<file path="src/verilog/priv_pkg.sv">
package priv_pkg;

   ////////////////////////////////////////////////////////////
   // basic types
   ////////////////////////////////////////////////////////////

   typedef logic [31:0] xlen_t;
   typedef logic [11:0] csr_addr_t;

   // encodings follow mstatus.mpp
   typedef enum logic [1:0] {
      MODE_U = 2'd0,
      MODE_M = 2'd3
   } priv_mode_t;

   // low two bits of the csrrw/csrrs/csrrc funct3
   typedef enum logic [1:0] {
      CSR_RW = 2'd1,
      CSR_RS = 2'd2,
      CSR_RC = 2'd3
   } csr_op_t;

   typedef enum logic [1:0] {
      CTRL_RUN  = 2'd0,
      CTRL_TRAP = 2'd1,
      CTRL_RET  = 2'd2
   } ctrl_state_t;

   ////////////////////////////////////////////////////////////
   // machine CSR addresses
   ////////////////////////////////////////////////////////////

   localparam csr_addr_t CSR_MSTATUS  = 12'h300;
   localparam csr_addr_t CSR_MISA     = 12'h301;
   localparam csr_addr_t CSR_MIE      = 12'h304;
   localparam csr_addr_t CSR_MTVEC    = 12'h305;
   localparam csr_addr_t CSR_MSCRATCH = 12'h340;
   localparam csr_addr_t CSR_MEPC     = 12'h341;
   localparam csr_addr_t CSR_MCAUSE   = 12'h342;
   localparam csr_addr_t CSR_MTVAL    = 12'h343;
   localparam csr_addr_t CSR_MIP      = 12'h344;
   localparam csr_addr_t CSR_MHARTID  = 12'hf14;

   ////////////////////////////////////////////////////////////
   // mstatus fields and write masks
   ////////////////////////////////////////////////////////////

   localparam int MSTATUS_MIE_BIT  = 3;
   localparam int MSTATUS_MPIE_BIT = 7;
   // mpp sits at bits 12:11
   localparam int MSTATUS_MPP_LO   = 11;

   localparam xlen_t MSTATUS_WMASK = 32'h0000_1888;
   // meie, mtie, msie
   localparam xlen_t MIE_WMASK     = 32'h0000_0888;
   // only msip is software writable
   localparam xlen_t MIP_WMASK     = 32'h0000_0008;

   ////////////////////////////////////////////////////////////
   // cause codes
   ////////////////////////////////////////////////////////////

   localparam logic [4:0] IRQ_MSI = 5'd3;
   localparam logic [4:0] IRQ_MTI = 5'd7;
   localparam logic [4:0] IRQ_MEI = 5'd11;

   localparam logic [4:0] CAUSE_ILLEGAL = 5'd2;

endpackage

</file>
<file path="src/verilog/trap_if.sv">
`timescale 1ns/100ps

interface trap_if;
   import priv_pkg::*;

   // trap controller side
   logic       take_trap;
   logic       take_mret;
   xlen_t      trap_cause;
   xlen_t      trap_epc;
   xlen_t      trap_tval;
   priv_mode_t mode;

   // CSR file side
   logic       illegal;
   xlen_t      mtvec;
   xlen_t      mepc;
   logic       mstatus_mie;
   logic       mstatus_mpie;
   priv_mode_t mpp;
   xlen_t      irq_pending;

   modport ctrl (
      output take_trap, take_mret, trap_cause, trap_epc, trap_tval, mode,
      input  illegal, mtvec, mepc, mstatus_mie, mstatus_mpie, mpp, irq_pending
   );

   modport csrs (
      input  take_trap, take_mret, trap_cause, trap_epc, trap_tval, mode,
      output illegal, mtvec, mepc, mstatus_mie, mstatus_mpie, mpp, irq_pending
   );

endinterface

</file>
<file path="src/verilog/csr_file.sv">
`timescale 1ns/100ps

module csr_file #(
   parameter priv_pkg::xlen_t HART_ID    = 32'h0,
   parameter priv_pkg::xlen_t MISA_VALUE = 32'h4000_1100
) (
   input  logic                clk,
   input  logic                rstn,

   input  logic                csr_valid,
   input  priv_pkg::csr_op_t   csr_op,
   input  priv_pkg::csr_addr_t csr_addr,
   input  priv_pkg::xlen_t     csr_wdata,
   output logic                csr_done,
   output priv_pkg::xlen_t     csr_rdata,

   input  logic                ext_intr,
   input  logic                timer_intr,

   trap_if.csrs                tif
);
   import priv_pkg::*;

   ////////////////////////////////////////////////////////////
   // storage
   ////////////////////////////////////////////////////////////

   xlen_t mstatus;
   xlen_t mie;
   xlen_t mip_sw;
   xlen_t mtvec;
   xlen_t mscratch;
   xlen_t mepc;
   xlen_t mcause;
   xlen_t mtval;

   // hardware lines merged with the software bit
   xlen_t mip;

   xlen_t rd_val;
   xlen_t wr_val;
   logic  known;
   logic  op_writes;
   logic  illegal;
   logic  csr_we;

   function automatic xlen_t mstatus_wr(input xlen_t old_val, input xlen_t new_val);
      xlen_t res;
      res = (old_val & ~MSTATUS_WMASK) | (new_val & MSTATUS_WMASK);
      // only M and U exist, any nonzero mpp means M
      if (res[MSTATUS_MPP_LO +: 2] != 2'b00) begin
         res[MSTATUS_MPP_LO +: 2] = MODE_M;
      end
      return res;
   endfunction

   always_comb begin
      mip = mip_sw;
      mip[IRQ_MEI] = ext_intr;
      mip[IRQ_MTI] = timer_intr;
   end

   ////////////////////////////////////////////////////////////
   // read mux and legality
   ////////////////////////////////////////////////////////////

   always_comb begin
      known = 1'b1;
      case (csr_addr)
         CSR_MSTATUS:  rd_val = mstatus;
         CSR_MISA:     rd_val = MISA_VALUE;
         CSR_MIE:      rd_val = mie;
         CSR_MTVEC:    rd_val = mtvec;
         CSR_MSCRATCH: rd_val = mscratch;
         CSR_MEPC:     rd_val = mepc;
         CSR_MCAUSE:   rd_val = mcause;
         CSR_MTVAL:    rd_val = mtval;
         CSR_MIP:      rd_val = mip;
         CSR_MHARTID:  rd_val = HART_ID;
         default: begin
            rd_val = '0;
            known  = 1'b0;
         end
      endcase
   end

   // set and clear with a zero operand leave the CSR alone
   assign op_writes = (csr_op == CSR_RW) || (csr_wdata != '0);

   always_comb begin
      case (csr_op)
         CSR_RS:  wr_val = rd_val | csr_wdata;
         CSR_RC:  wr_val = rd_val & ~csr_wdata;
         default: wr_val = csr_wdata;
      endcase
   end

   // addr[11:10] == 3 marks a read-only CSR
   assign illegal = csr_valid &&
                    (!known ||
                     (csr_addr[11:10] == 2'b11 && op_writes) ||
                     tif.mode == MODE_U);

   assign csr_we = csr_valid && !illegal && op_writes;

   ////////////////////////////////////////////////////////////
   // response
   ////////////////////////////////////////////////////////////

   always_ff @(posedge clk) begin
      if (rstn) begin
         csr_done <= 1'b0;
      end else begin
         csr_done <= csr_valid && !illegal;
      end
   end

   // old value goes back to the core
   always_ff @(posedge clk) begin
      if (csr_valid) begin
         csr_rdata <= rd_val;
      end
   end

   ////////////////////////////////////////////////////////////
   // updates from software, traps and mret
   ////////////////////////////////////////////////////////////

   always_ff @(posedge clk) begin
      if (rstn) begin
         mstatus  <= '0;
         mie      <= '0;
         mip_sw   <= '0;
         mtvec    <= '0;
         mscratch <= '0;
         mepc     <= '0;
         mcause   <= '0;
         mtval    <= '0;
      end else begin
         if (csr_we) begin
            case (csr_addr)
               CSR_MSTATUS:  mstatus  <= mstatus_wr(mstatus, wr_val);
               CSR_MIE:      mie      <= (mie & ~MIE_WMASK) | (wr_val & MIE_WMASK);
               CSR_MIP:      mip_sw   <= wr_val & MIP_WMASK;
               CSR_MSCRATCH: mscratch <= wr_val;
               CSR_MEPC:     mepc     <= wr_val;
               CSR_MCAUSE:   mcause   <= wr_val;
               CSR_MTVAL:    mtval    <= wr_val;
               CSR_MTVEC: begin
                  // modes 2 and 3 are reserved
                  if (!wr_val[1]) begin
                     mtvec <= wr_val;
                  end
               end
               default: ;
            endcase
         end

         if (tif.take_trap) begin
            mstatus[MSTATUS_MPP_LO +: 2]  <= tif.mode;
            mstatus[MSTATUS_MPIE_BIT]     <= mstatus[MSTATUS_MIE_BIT];
            mstatus[MSTATUS_MIE_BIT]      <= 1'b0;
            mepc   <= tif.trap_epc;
            mcause <= tif.trap_cause;
            mtval  <= tif.trap_tval;
         end else if (tif.take_mret) begin
            mstatus[MSTATUS_MIE_BIT]      <= tif.mstatus_mpie;
            mstatus[MSTATUS_MPIE_BIT]     <= 1'b1;
            mstatus[MSTATUS_MPP_LO +: 2]  <= MODE_U;
         end
      end
   end

   ////////////////////////////////////////////////////////////
   // towards the trap controller
   ////////////////////////////////////////////////////////////

   assign tif.illegal      = illegal;
   assign tif.mtvec        = mtvec;
   assign tif.mepc         = mepc;
   assign tif.mstatus_mie  = mstatus[MSTATUS_MIE_BIT];
   assign tif.mstatus_mpie = mstatus[MSTATUS_MPIE_BIT];
   assign tif.mpp          = priv_mode_t'(mstatus[MSTATUS_MPP_LO +: 2]);
   assign tif.irq_pending  = mip & mie;

endmodule

</file>
<file path="src/verilog/trap_ctrl.sv">
`timescale 1ns/100ps

module trap_ctrl (
   input  logic                 clk,
   input  logic                 rstn,

   input  logic                 exc_valid,
   input  logic [4:0]           exc_cause,
   input  priv_pkg::xlen_t      exc_tval,
   input  logic                 mret_valid,
   input  logic                 instr_boundary,
   input  priv_pkg::xlen_t      pc,

   output logic                 redirect_valid,
   output priv_pkg::xlen_t      redirect_pc,
   output priv_pkg::priv_mode_t cpu_mode,

   trap_if.ctrl                 tif
);
   import priv_pkg::*;

   ctrl_state_t state;
   priv_mode_t  mode_q;

   logic       in_run;
   logic       irq_en;
   logic       irq_take;
   logic [4:0] irq_code;
   logic       mret_bad;
   logic       mret_ok;
   logic       trap_req;
   logic       mret_req;
   xlen_t      cause;
   xlen_t      tvec_base;
   xlen_t      target;

   assign in_run = (state == CTRL_RUN);

   ////////////////////////////////////////////////////////////
   // interrupt arbitration
   ////////////////////////////////////////////////////////////

   // U mode always takes M-level interrupts
   assign irq_en = (mode_q == MODE_U) || tif.mstatus_mie;

   always_comb begin
      if (tif.irq_pending[IRQ_MEI]) begin
         irq_code = IRQ_MEI;
      end else if (tif.irq_pending[IRQ_MSI]) begin
         irq_code = IRQ_MSI;
      end else begin
         irq_code = IRQ_MTI;
      end
   end

   assign irq_take = instr_boundary && irq_en && (tif.irq_pending != '0);

   ////////////////////////////////////////////////////////////
   // event decode
   ////////////////////////////////////////////////////////////

   assign mret_bad = mret_valid && (mode_q == MODE_U);
   assign mret_ok  = mret_valid && (mode_q == MODE_M);

   assign trap_req = in_run && (exc_valid || tif.illegal || mret_bad || irq_take);
   assign mret_req = in_run && mret_ok;

   always_comb begin
      if (exc_valid) begin
         cause = {27'b0, exc_cause};
      end else if (irq_take) begin
         cause = {1'b1, 26'b0, irq_code};
      end else begin
         // illegal CSR access or mret from U
         cause = {27'b0, CAUSE_ILLEGAL};
      end
   end

   assign tif.take_trap  = trap_req;
   assign tif.take_mret  = mret_req;
   assign tif.trap_cause = cause;
   assign tif.trap_epc   = pc;
   assign tif.trap_tval  = exc_valid ? exc_tval : '0;
   assign tif.mode       = mode_q;

   ////////////////////////////////////////////////////////////
   // redirect target
   ////////////////////////////////////////////////////////////

   assign tvec_base = {tif.mtvec[31:2], 2'b00};

   always_comb begin
      if (mret_req) begin
         target = tif.mepc;
      end else if (irq_take && tif.mtvec[1:0] == 2'b01) begin
         // vectored mode, base + 4 * code
         target = tvec_base + {25'b0, irq_code, 2'b00};
      end else begin
         target = tvec_base;
      end
   end

   always_ff @(posedge clk) begin
      if (trap_req || mret_req) begin
         redirect_pc <= target;
      end
   end

   ////////////////////////////////////////////////////////////
   // sequencing FSM and privilege mode
   ////////////////////////////////////////////////////////////

   always_ff @(posedge clk) begin
      if (rstn) begin
         state  <= CTRL_RUN;
         mode_q <= MODE_M;
      end else begin
         case (state)
            CTRL_RUN: begin
               if (trap_req) begin
                  state  <= CTRL_TRAP;
                  mode_q <= MODE_M;
               end else if (mret_req) begin
                  state  <= CTRL_RET;
                  mode_q <= tif.mpp;
               end
            end
            // single cycle, redirect is out
            default: state <= CTRL_RUN;
         endcase
      end
   end

   assign redirect_valid = (state != CTRL_RUN);
   assign cpu_mode       = mode_q;

endmodule

</file>
<file path="src/verilog/priv_unit.sv">
`timescale 1ns/100ps

module priv_unit #(
   parameter priv_pkg::xlen_t HART_ID    = 32'h0,
   parameter priv_pkg::xlen_t MISA_VALUE = 32'h4000_1100
) (
   input  logic                 clk,
   input  logic                 rstn,

   // CSR access
   input  logic                 csr_valid,
   input  priv_pkg::csr_op_t    csr_op,
   input  priv_pkg::csr_addr_t  csr_addr,
   input  priv_pkg::xlen_t      csr_wdata,
   output logic                 csr_done,
   output priv_pkg::xlen_t      csr_rdata,

   // exception and return
   input  logic                 exc_valid,
   input  logic [4:0]           exc_cause,
   input  priv_pkg::xlen_t      exc_tval,
   input  logic                 mret_valid,
   input  priv_pkg::xlen_t      pc,

   // interrupt lines
   input  logic                 ext_intr,
   input  logic                 timer_intr,
   input  logic                 instr_boundary,

   // towards fetch
   output logic                 redirect_valid,
   output priv_pkg::xlen_t      redirect_pc,
   output priv_pkg::priv_mode_t cpu_mode
);

   trap_if tif ();

   ////////////////////////////////////////////////////////////
   // CSR storage
   ////////////////////////////////////////////////////////////

   csr_file #(
      .HART_ID    (HART_ID),
      .MISA_VALUE (MISA_VALUE)
   ) csr_file_i (
      .clk        (clk),
      .rstn       (rstn),
      .csr_valid  (csr_valid),
      .csr_op     (csr_op),
      .csr_addr   (csr_addr),
      .csr_wdata  (csr_wdata),
      .csr_done   (csr_done),
      .csr_rdata  (csr_rdata),
      .ext_intr   (ext_intr),
      .timer_intr (timer_intr),
      .tif        (tif.csrs)
   );

   ////////////////////////////////////////////////////////////
   // trap sequencing
   ////////////////////////////////////////////////////////////

   trap_ctrl trap_ctrl_i (
      .clk            (clk),
      .rstn           (rstn),
      .exc_valid      (exc_valid),
      .exc_cause      (exc_cause),
      .exc_tval       (exc_tval),
      .mret_valid     (mret_valid),
      .instr_boundary (instr_boundary),
      .pc             (pc),
      .redirect_valid (redirect_valid),
      .redirect_pc    (redirect_pc),
      .cpu_mode       (cpu_mode),
      .tif            (tif.ctrl)
   );

endmodule

</file>
<file path="config.mk">
export PLATFORM = sky130hd
export DESIGN_NAME = priv_unit
export DESIGN_NICKNAME = d
export VERILOG_FILES = /design/src/verilog/priv_pkg.sv /design/src/verilog/trap_if.sv /design/src/verilog/csr_file.sv /design/src/verilog/trap_ctrl.sv /design/src/verilog/priv_unit.sv
export SDC_FILE = /design/constraint.sdc
export NUM_CORES = 1
export LEC_CHECK = 0
export ABC_AREA = 1
export ABC_CLOCK_PERIOD_IN_PS = 2900
export BUFFER_PORTS_ARGS = -buffer_cell sky130_fd_sc_hd__clkbuf_2
export CAP_MARGIN = 30
export CORE_MARGIN = 2
export CORE_UTILIZATION = 52
export CTS_BUF_LIST = sky130_fd_sc_hd__clkbuf_4 sky130_fd_sc_hd__clkbuf_8 sky130_fd_sc_hd__clkbuf_16
export DETAILED_ROUTE_END_ITERATION = 10
export HOLD_SLACK_MARGIN = 0.03
export PLACE_DENSITY = 0.79
export SYNTH_ARGS = -nofsm -noshare
export SYNTH_HDL_FRONTEND = slang
export SYNTH_SLANG_ARGS = --single-unit
</file>
<file path="constraint.sdc">
create_clock -name clk -period 2.9 [get_ports clk]
set_input_delay 0.58 -clock clk [delete_from_list [all_inputs] [get_ports clk]]
set_output_delay 0.58 -clock clk [all_outputs]
set_load 0.02 [all_outputs]
</file>
==> results.md, run 1 <==
| Stage | Quantity | This run |
|:---|:---|:---|
| synth | Post-synth EDFFs | 64 |
| timing | Number of endpoints failing setup at the final stage | 0 |
| timing | Hold Fails Final Rpt | 0 |
| floorplanning | Height of the die | 161 µm |
| placement | Final weighted congestion in routability-driven placement | 1.00 |
| cts | Longest Clk Path Bufs | 3 |
| timing | Worst setup skew after layout | 0.0147 ns |
| timing | Setup tns final | 0 ns |
| cts | Buffer cell driving the clock tree root | sky130_fd_sc_hd__clkbuf_16 |
| power and ir drop | Maximum ir drop on the vdd rail | 0.343 mV |
| worst setup path | Kind of critical path | reg -> reg |
| global routing | Global-route congestion overflow total | 0 |
| floorplanning | Initial core utilization | 52.9% |
| cells and area | Total Nets Final | 2,188 |
| synth | Synthesized Nets | 1,975 |
| timing | Pins over their slew limit | 0 |
| synth | Share of async-settable or async-resettable flops after synthesis | 0% |
| route | Detail Route Antenna Nets | 0 |
| placement | Cell area after placement | 0.0146 mm² |
| route | Router iterations before antenna repair | 8 |
| synth | Count of mapped cells out of synthesis | 1,849 |
| cts | Clock-pin slew of the registers on the worst-case setup and hold paths | 0.06 ns |
| placement | Number of buffers added on ports | 190 |
| global routing | Number of antenna violations at the first check in global routing | 0 |
| timing | Share of the clock period used by the worst path after layout | 91.2% |
| route | Average vias per placed instance | 5.53 |
| timing | Max Freq | 378 MHz |
| synth | Leading cell types by total area after synthesis | sky130_fd_sc_hd__dfxtp_1 (27%), sky130_fd_sc_hd__edfxtp_1 (15%), sky130_fd_sc_hd__nand2_1 (12%) |
| timing | Unrepaired setup endpoints after global routing | false |
| cts | Total CTS buffers | 26 |
| floorplanning | Area enclosed by the die boundary | 0.0260 mm² |
| min path | Hold crit path type | in -> reg |
| synth | Seq cells post-synth | 236 |
| route | Detailed-route wire length | 43,400 µm |
| placement | Detailed placement HPWL | 32,200 µm |
| route | Wire length per cell after detailed routing | 18.0 µm |
| route | Count of routing violations after the opening detailed-route iteration | 1,677 |
| timing | Worst slew slack as a fraction of its limit | 59.5% |
| synth | Cell type with the highest aggregate area in the netlist | sky130_fd_sc_hd__dfxtp_1 |
| global routing | Via count of the first global-routing pass | 12,000 |
| status | Outcome | completed |
| cells and area | Number of diodes | 0 |
| cells and area | Layout fillers | 2,190 |
| route | DRC violation count after routing | 0 |
| worst setup path | Kind of end point of the critical path | register |
| cts | CTS H-tree depth | 1 |
| cells and area | Non-filler cells, final | 2,406 |
| placement | Number of instances in the placed design | 2,357 |
| power and ir drop | Leak Pwr | 7.14 nW |
| floorplanning | Num rows | 57 |
| synth | Main flop type after synthesis | sky130_fd_sc_hd__dfxtp_1 |
| cts | Clock network latency to the later pin of the worst-skew pair | 0.56 ns |
| route | Overall via count from detail_route | 13,300 |
| floorplanning | Count of boundary I/O pins | 191 |
| timing | Minimum hold slack | 0.344 ns |
| synth | Synth top area share | 26.8% |
| worst setup path | Worst Path Max Fanout | 5 |
| power and ir drop | Total power of the final layout | 0.00845 W |
| synth | YS warnings | 0 |
| worst setup path | Category of the worst setup path launch point | register |
| cts | Hold-fix buffers at CTS | 0 |
| timing | Shortest clock period the worst path allows after layout | 2.65 ns |
| synth | Most instantiated cells after synthesis | sky130_fd_sc_hd__nand2_1 (403), sky130_fd_sc_hd__nand3_1 (251), sky130_fd_sc_hd__nor2_1 (244) |
| power and ir drop | Power density of the placed cells | 544 mW/mm² |
| global routing | Overall track demand over capacity in global routing | 32.8% |
| cells and area | Final instance area | 0.0155 mm² |
| worst setup path | WP data required | 3.18 ns |
| synth | Post-synthesis cell area | 0.0129 mm² |
| global routing | Wire length of the first global-routing pass | 66,700 µm |
| cells and area | Layout cells sized above 1 | 19.5% |
| synth | Most common cell in the synthesized netlist | sky130_fd_sc_hd__nand2_1 |
| cts | TritonCTS Sinks | 236 |
| cells and area | Synthesis-to-layout area growth | 20.9% |
| global routing | Maximum number of pins on one net before global-route repair | 90 |
| cts | TritonCTS clock tree | done |
| synth | Number of library cell types mapped by synthesis | 46 |
| synth | Mapped Avg Cell Area | 6.96 µm² |
| worst setup path | Data arrival, critical path | 2.92 ns |
| floorplanning | Standard cell core area | 0.0243 mm² |
| job | Number of violations of the max-capacitance limit | 0 |
| floorplanning | Chip Width | 161 µm |
| timing | Worst Max-Slew Pin Slew | 0.606 ns |
| synth | Share of the yosys chip area belonging to registers | 41.7% |
logic make-up after synthesis:
| kind of cell | Yosys count | share of synthesized area (%) |
|---|---|---|
| compound gates | 320 | 13.8 |
| xor+xnor | 18 | 1.23 |
| fa+ha+maj | 3 | 0.292 |
| buf+inv | 303 | 10.3 |
| flops | 236 | 41.7 |
| simple gates | 969 | 32.7 |
worst paths after layout:
kind	from	end	slack, ns	cells after the start
hold reg to reg	csr_file_i.mscratch[1]	csr_file_i.mscratch[1]	0.45	2
hold / removal	exc_tval[4]	csr_file_i.mtval[4]	0.34	5
setup / recovery	trap_ctrl_i.cpu_mode[0]	trap_ctrl_i.redirect_pc[21]	0.25	13
setup reg to reg	trap_ctrl_i.cpu_mode[0]	trap_ctrl_i.redirect_pc[21]	0.25	13
repair_timing:
item | 4_1_cts | 5_1_grt
setup endpoints to repair | 0 | 4
buffers inserted | 0 | 1
resized for setup | 0 | 3
where the power goes:
part	internal, W	leakage [nW]	total [W]	switching (W)
clock	0.00212	0.441	0.00353	0.00142
combinational	0.000395	4.63	0.00124	0.000840
sequential	0.00358	2.07	0.00368	0.000100
total	0.00609	7.14	0.00845	0.00236
worst max-delay path: stages (launching register included):
cell	delay [ns]
sky130_fd_sc_hd__dfxtp_1	0.32
sky130_fd_sc_hd__inv_1	0.14
sky130_fd_sc_hd__nand2_1	0.18
sky130_fd_sc_hd__a21boi_1	0.17
sky130_fd_sc_hd__nand2_1	0.12
sky130_fd_sc_hd__nor2_2	0.28
sky130_fd_sc_hd__inv_1	0.11
sky130_fd_sc_hd__nor2_2	0.14
sky130_fd_sc_hd__buf_4	0.14
sky130_fd_sc_hd__nand2_1	0.10
sky130_fd_sc_hd__nor2_1	0.19
sky130_fd_sc_hd__nand3_1	0.17
sky130_fd_sc_hd__xor2_1	0.19
sky130_fd_sc_hd__o21ai_0	0.10
through the flow:
step	setup WS [ns]	util, %
final	0.255	63.9
after floorplan	0.0771	-
after global routing	0.0231	63.9
after CTS	0.255	63.8
after detailed placement	-0.0702	60.1
after global placement	-0.0467	60.1
per-layer routing:
metal / wire (µm) / track usage, % / part of all wire [%] / vias to the layer above
met5: 0 / 0 / 0 / -
met3: 4930 / 5.91 / 11 / 90
met2: 17800 / 47.3 / 41 / 771
met1: 19100 / 49.2 / 44 / 5964
li1: - / - / - / 6490
met4: 1510 / 11.2 / 3.5 / 0
sequential cells by signal, indices dropped and copies added (netlist names), 3 cells and up:
| name | flops |
|---|---|
| csr_file_i.mcause | 32 |
| csr_file_i.tif.mepc | 32 |
| csr_file_i.mscratch | 32 |
| csr_file_i.mie | 3 |
| csr_file_i.mstatus | 4 |
| csr_file_i.mtval | 32 |
| csr_file_i.csr_rdata | 32 |
| csr_file_i.tif.mtvec | 31 |
| trap_ctrl_i.redirect_pc | 32 |
cells in the final DEF, fill, tap and decap left out, drive strengths merged:
| cell type | n |
|---|---|
| inv | 194 |
| ha | 3 |
| o22ai | 12 |
| dfxtp | 172 |
| nand4 | 17 |
| clkinv | 13 |
| nor3b | 1 |
| nand3 | 256 |
| a22oi | 1 |
| nand2 | 410 |
| nand3b | 1 |
| or2 | 12 |
| bufinv | 5 |
| nor3 | 13 |
| o21ai | 169 |
| edfxtp | 64 |
| nor2 | 255 |
| a21oi | 106 |
| nor4 | 4 |
| a31oi | 4 |
| a221oi | 1 |
| o31ai | 14 |
| o21a | 1 |
| a211oi | 1 |
| a21boi | 2 |
| xor2 | 18 |
| clkbuf | 219 |
| buf | 103 |
| o211ai | 9 |
| clkinvlp | 2 |
final cells by class:
type	count	area (µm²)	share of cell area [%]
Clock inverter	19	233	1.50
Multi-Input combinational cell	1310	6210	39.9
Clock buffer	29	673	4.33
Inverter	195	733	4.72
Sequential cell	236	5370	34.5
Tap cell	324	405	2.61
Timing Repair Buffer	293	1920	12.4
Note: power is estimated with default switching activity, not from simulation.
==> inputs of run 2 (changes only) <==
Settings changed: BUFFER_PORTS_ARGS -buffer_cell sky130_fd_sc_hd__clkbuf_2 to -buffer_cell sky130_fd_sc_hd__buf_2.
==> run 2 against run 1 <==
  * Count of clock-buffer cells in the layout grew 3
  * Core utilization shrank 0.23 points
  * Die area unchanged
  * Total power decreased by 2.6%
  * Clock power is 7.1% lower
  * Largest cell class unchanged
  * Sequential power barely moved
  * Register-to-register slack got worse by 0.02 ns
  * Final area shrank 0.36%
  * Worst hold slack worse by 0.0047 ns
  * Critical endpoint is now trap_ctrl_i.redirect_pc[31]
  * Combinational power is essentially flat
  * Sequential share of layout area rose by 0.13 points
==> results.md, run 2 (synthesized netlist as in run 1, its figures left out) <==
| Stage | Quantity | This run | vs previous |
|:---|:---|:---|:---|
| status | Outcome | completed | unchanged |
| floorplanning | Count of boundary I/O pins | 191 | unchanged |
| floorplanning | Height of the die | 161 µm | unchanged |
| cts | CTS H-tree depth | 1 | unchanged |
| timing | Worst setup skew after layout | 0.0100 ns | was 0.0147 ns |
| global routing | Overall track demand over capacity in global routing | 32.9% | was 32.8% |
| worst setup path | Kind of end point of the critical path | register | unchanged |
| power and ir drop | Leak Pwr | 7.11 nW | was 7.14 nW |
| cts | Clock-pin slew of the registers on the worst-case setup and hold paths | 0.06 ns | about the same |
| worst setup path | Worst Path Max Fanout | 3 | was 5 |
| placement | Number of buffers added on ports | 190 | unchanged |
| worst setup path | Largest stage delay on the critical path | 0.40 ns | was 0.32 ns |
| worst setup path | Critical Path Most Common Cell | sky130_fd_sc_hd__nand2_1 | unchanged |
| cells and area | Top library cells by usage in the layout, fill and taps aside | sky130_fd_sc_hd__nand2_1 (403), sky130_fd_sc_hd__nand3_1 (251), sky130_fd_sc_hd__nor2_1 (242) | unchanged |
| cells and area | Most common library cell in the layout ignoring fill and taps | sky130_fd_sc_hd__nand2_1 | unchanged |
| route | DRC violation count after routing | 0 | unchanged |
| floorplanning | Num rows | 57 | unchanged |
| route | Router iterations before antenna repair | 6 | was 8 |
| timing | Number of endpoints failing setup at the final stage | 0 | unchanged |
| power and ir drop | Power density of the placed cells | 531 mW/mm² | was 544 mW/mm² |
| route | Wire length per cell after detailed routing | 18.2 µm | was 18.0 µm |
| floorplanning | Area enclosed by the die boundary | 0.0260 mm² | unchanged |
| timing | Shortest clock period the worst path allows after layout | 2.66 ns | was 2.65 ns |
| timing | Share of the clock period used by the worst path after layout | 91.8% | was 91.2% |
| global routing | Maximum number of pins on one net before global-route repair | 74 | was 90 |
| cells and area | Synthesis-to-layout area growth | 20.4% | was 20.9% |
| cts | Total CTS buffers | 26 | unchanged |
| timing | Setup tns final | 0 ns | unchanged |
| route | Overall via count from detail_route | 13,600 | was 13,300 |
| cts | Hold-fix buffers at CTS | 0 | unchanged |
| cts | Buffer cell driving the clock tree root | sky130_fd_sc_hd__clkbuf_16 | unchanged |
| job | Number of violations of the max-capacitance limit | 0 | unchanged |
| placement | Detailed placement HPWL | 32,900 µm | was 32,200 µm |
| timing | Pins over their slew limit | 0 | unchanged |
| worst setup path | Kind of critical path | reg -> reg | unchanged |
| worst setup path | WP data required | 3.16 ns | was 3.18 ns |
| placement | Worst Setup Slack post-DPL | -0.0527 ns | was -0.0702 ns |
| cts | TritonCTS clock tree | done | unchanged |
| timing | Minimum hold slack | 0.339 ns | was 0.344 ns |
| worst setup path | Crit-path slowest cell | sky130_fd_sc_hd__dfxtp_1 | unchanged |
| timing | Worst slew slack as a fraction of its limit | 55.9% | was 59.5% |
| floorplanning | Initial core utilization | 52.9% | unchanged |
| global routing | Via count of the first global-routing pass | 11,900 | was 12,000 |
| timing | Final worst-path setup slack | 0.238 ns | was 0.255 ns |
| cts | TritonCTS Sinks | 236 | unchanged |
| placement | Final weighted congestion in routability-driven placement | 1.02 | was 1.00 |
| worst setup path | Worst-path cell chain | nand2_1 > nand2_1 > inv_1 > ha_1 > o21ai_0 > nand2_1 > nand2_1 > nand2_1 > nand2_1 > nor2_2 > buf_4 > nand2_1 > nor4_1 > xor2_1 > o21ai_1 | was inv_1 > nand2_1 > a21boi_1 > nand2_1 > nor2_2 > inv_1 > nor2_2 > buf_4 > nand2_1 > nor2_1 > nand3_1 > xor2_1 > o21ai_0 |
| route | Count of routing violations after the opening detailed-route iteration | 1,687 | was 1,677 |
| timing | Max Freq | 376 MHz | was 378 MHz |
| route | Detailed-route wire length | 43,800 µm | was 43,400 µm |
| worst setup path | Category of the worst setup path launch point | register | unchanged |
| cells and area | Total Nets Final | 2,186 | was 2,188 |
| route | Detail Route Antenna Nets | 0 | unchanged |
| floorplanning | Chip Width | 161 µm | unchanged |
| min path | Hold crit path type | in -> reg | unchanged |
| cells and area | Layout cells sized above 1 | 19.4% | was 19.5% |
| power and ir drop | Maximum ir drop on the vdd rail | 0.414 mV | was 0.343 mV |
| timing | Hold Fails Final Rpt | 0 | unchanged |
| global routing | Global-route congestion overflow total | 0 | unchanged |
| cts | Clock network latency to the later pin of the worst-skew pair | 0.56 ns | about the same |
| timing | Worst Max-Slew Pin Slew | 0.660 ns | was 0.606 ns |
| global routing | Number of antenna violations at the first check in global routing | 2 | was 0 |
| timing | Unrepaired setup endpoints after global routing | false | unchanged |
| floorplanning | Standard cell core area | 0.0243 mm² | unchanged |
| cts | Longest Clk Path Bufs | 3 | unchanged |
| power and ir drop | Total power of the final layout | 0.00823 W | was 0.00845 W |
| global routing | Wire length of the first global-routing pass | 67,200 µm | was 66,700 µm |
| cells and area | Layout fillers | 2,215 | was 2,190 |
| route | Average vias per placed instance | 5.67 | was 5.53 |
| worst setup path | Data arrival, critical path | 2.93 ns | was 2.92 ns |
run 2: critical path, delay by kind of cell, from the launching register on:
family                   cells  cell delay (ns)
XOR/XNOR                     1             0.18
adder cells (fa/ha/maj)      1             0.31
buffers and inverters        2             0.21
AO/OA/AOI/OAI                2             0.24
AND/OR/NAND/NOR              9             1.02
flip-flops                   1             0.40
run 2: worst paths after layout:
path | cells past startpoint | from | endpoint | slack, ns
min | 3 | csr_wdata[11] | csr_file_i.mie[11] | 0.34
min reg2reg | 2 | csr_file_i.mscratch[1] | csr_file_i.mscratch[1] | 0.45
max reg2reg | 15 | csr_file_i.mip_sw[3] | trap_ctrl_i.redirect_pc[31] | 0.24
max | 15 | csr_file_i.mip_sw[3] | trap_ctrl_i.redirect_pc[31] | 0.24
run 2: final cells by class:
| cell class | count | area [µm²] | area share [%] |
|---|---|---|---|
| Multi-Input combinational cell | 1310 | 6200 | 40.0 |
| Sequential cell | 236 | 5370 | 34.6 |
| Timing Repair Buffer | 291 | 1930 | 12.5 |
| Inverter | 195 | 733 | 4.73 |
| Clock buffer | 32 | 726 | 4.69 |
| Tap cell | 324 | 405 | 2.62 |
| Clock inverter | 16 | 120 | 0.776 |
| Antenna cell | 2 | 5.00 | 0.0323 |
run 2: timing repair:
action | 4_1_cts | 5_1_grt
buffers inserted | 0 | 0
endpoints found under the setup margin | 0 | 3
resized for setup | 0 | 2
run 2: power breakdown:
part	total [W]	switching (W)	leakage, nW	internal (W)
Sequential	0.00368	0.0000990	2.07	0.00358
Clock	0.00328	0.00141	0.424	0.00187
Combinational	0.00127	0.000844	4.61	0.000424
Total	0.00823	0.00235	7.11	0.00587
run 2: stage by stage:
stage / area, µm² / utilization [%] / cells
final: 15500 / 63.7 / 2406
after global routing: 15500 / 63.7 / 2406
after CTS: 15500 / 63.6 / 2404
after detailed placement: 14600 / 60.2 / 2356
after global placement: 14600 / 60.2 / 2356
after floorplan: 12900 / - / 1849
run 2: per-layer routing:
layer	vias up	wire [µm]	share of wire, %	track usage, %
met4	0	1150	2.6	8.89
met5	-	0	0	0
li1	6480	-	-	-
met3	82	5020	11	6.01
met1	6257	19300	44	50.3
met2	812	18300	42	47.5
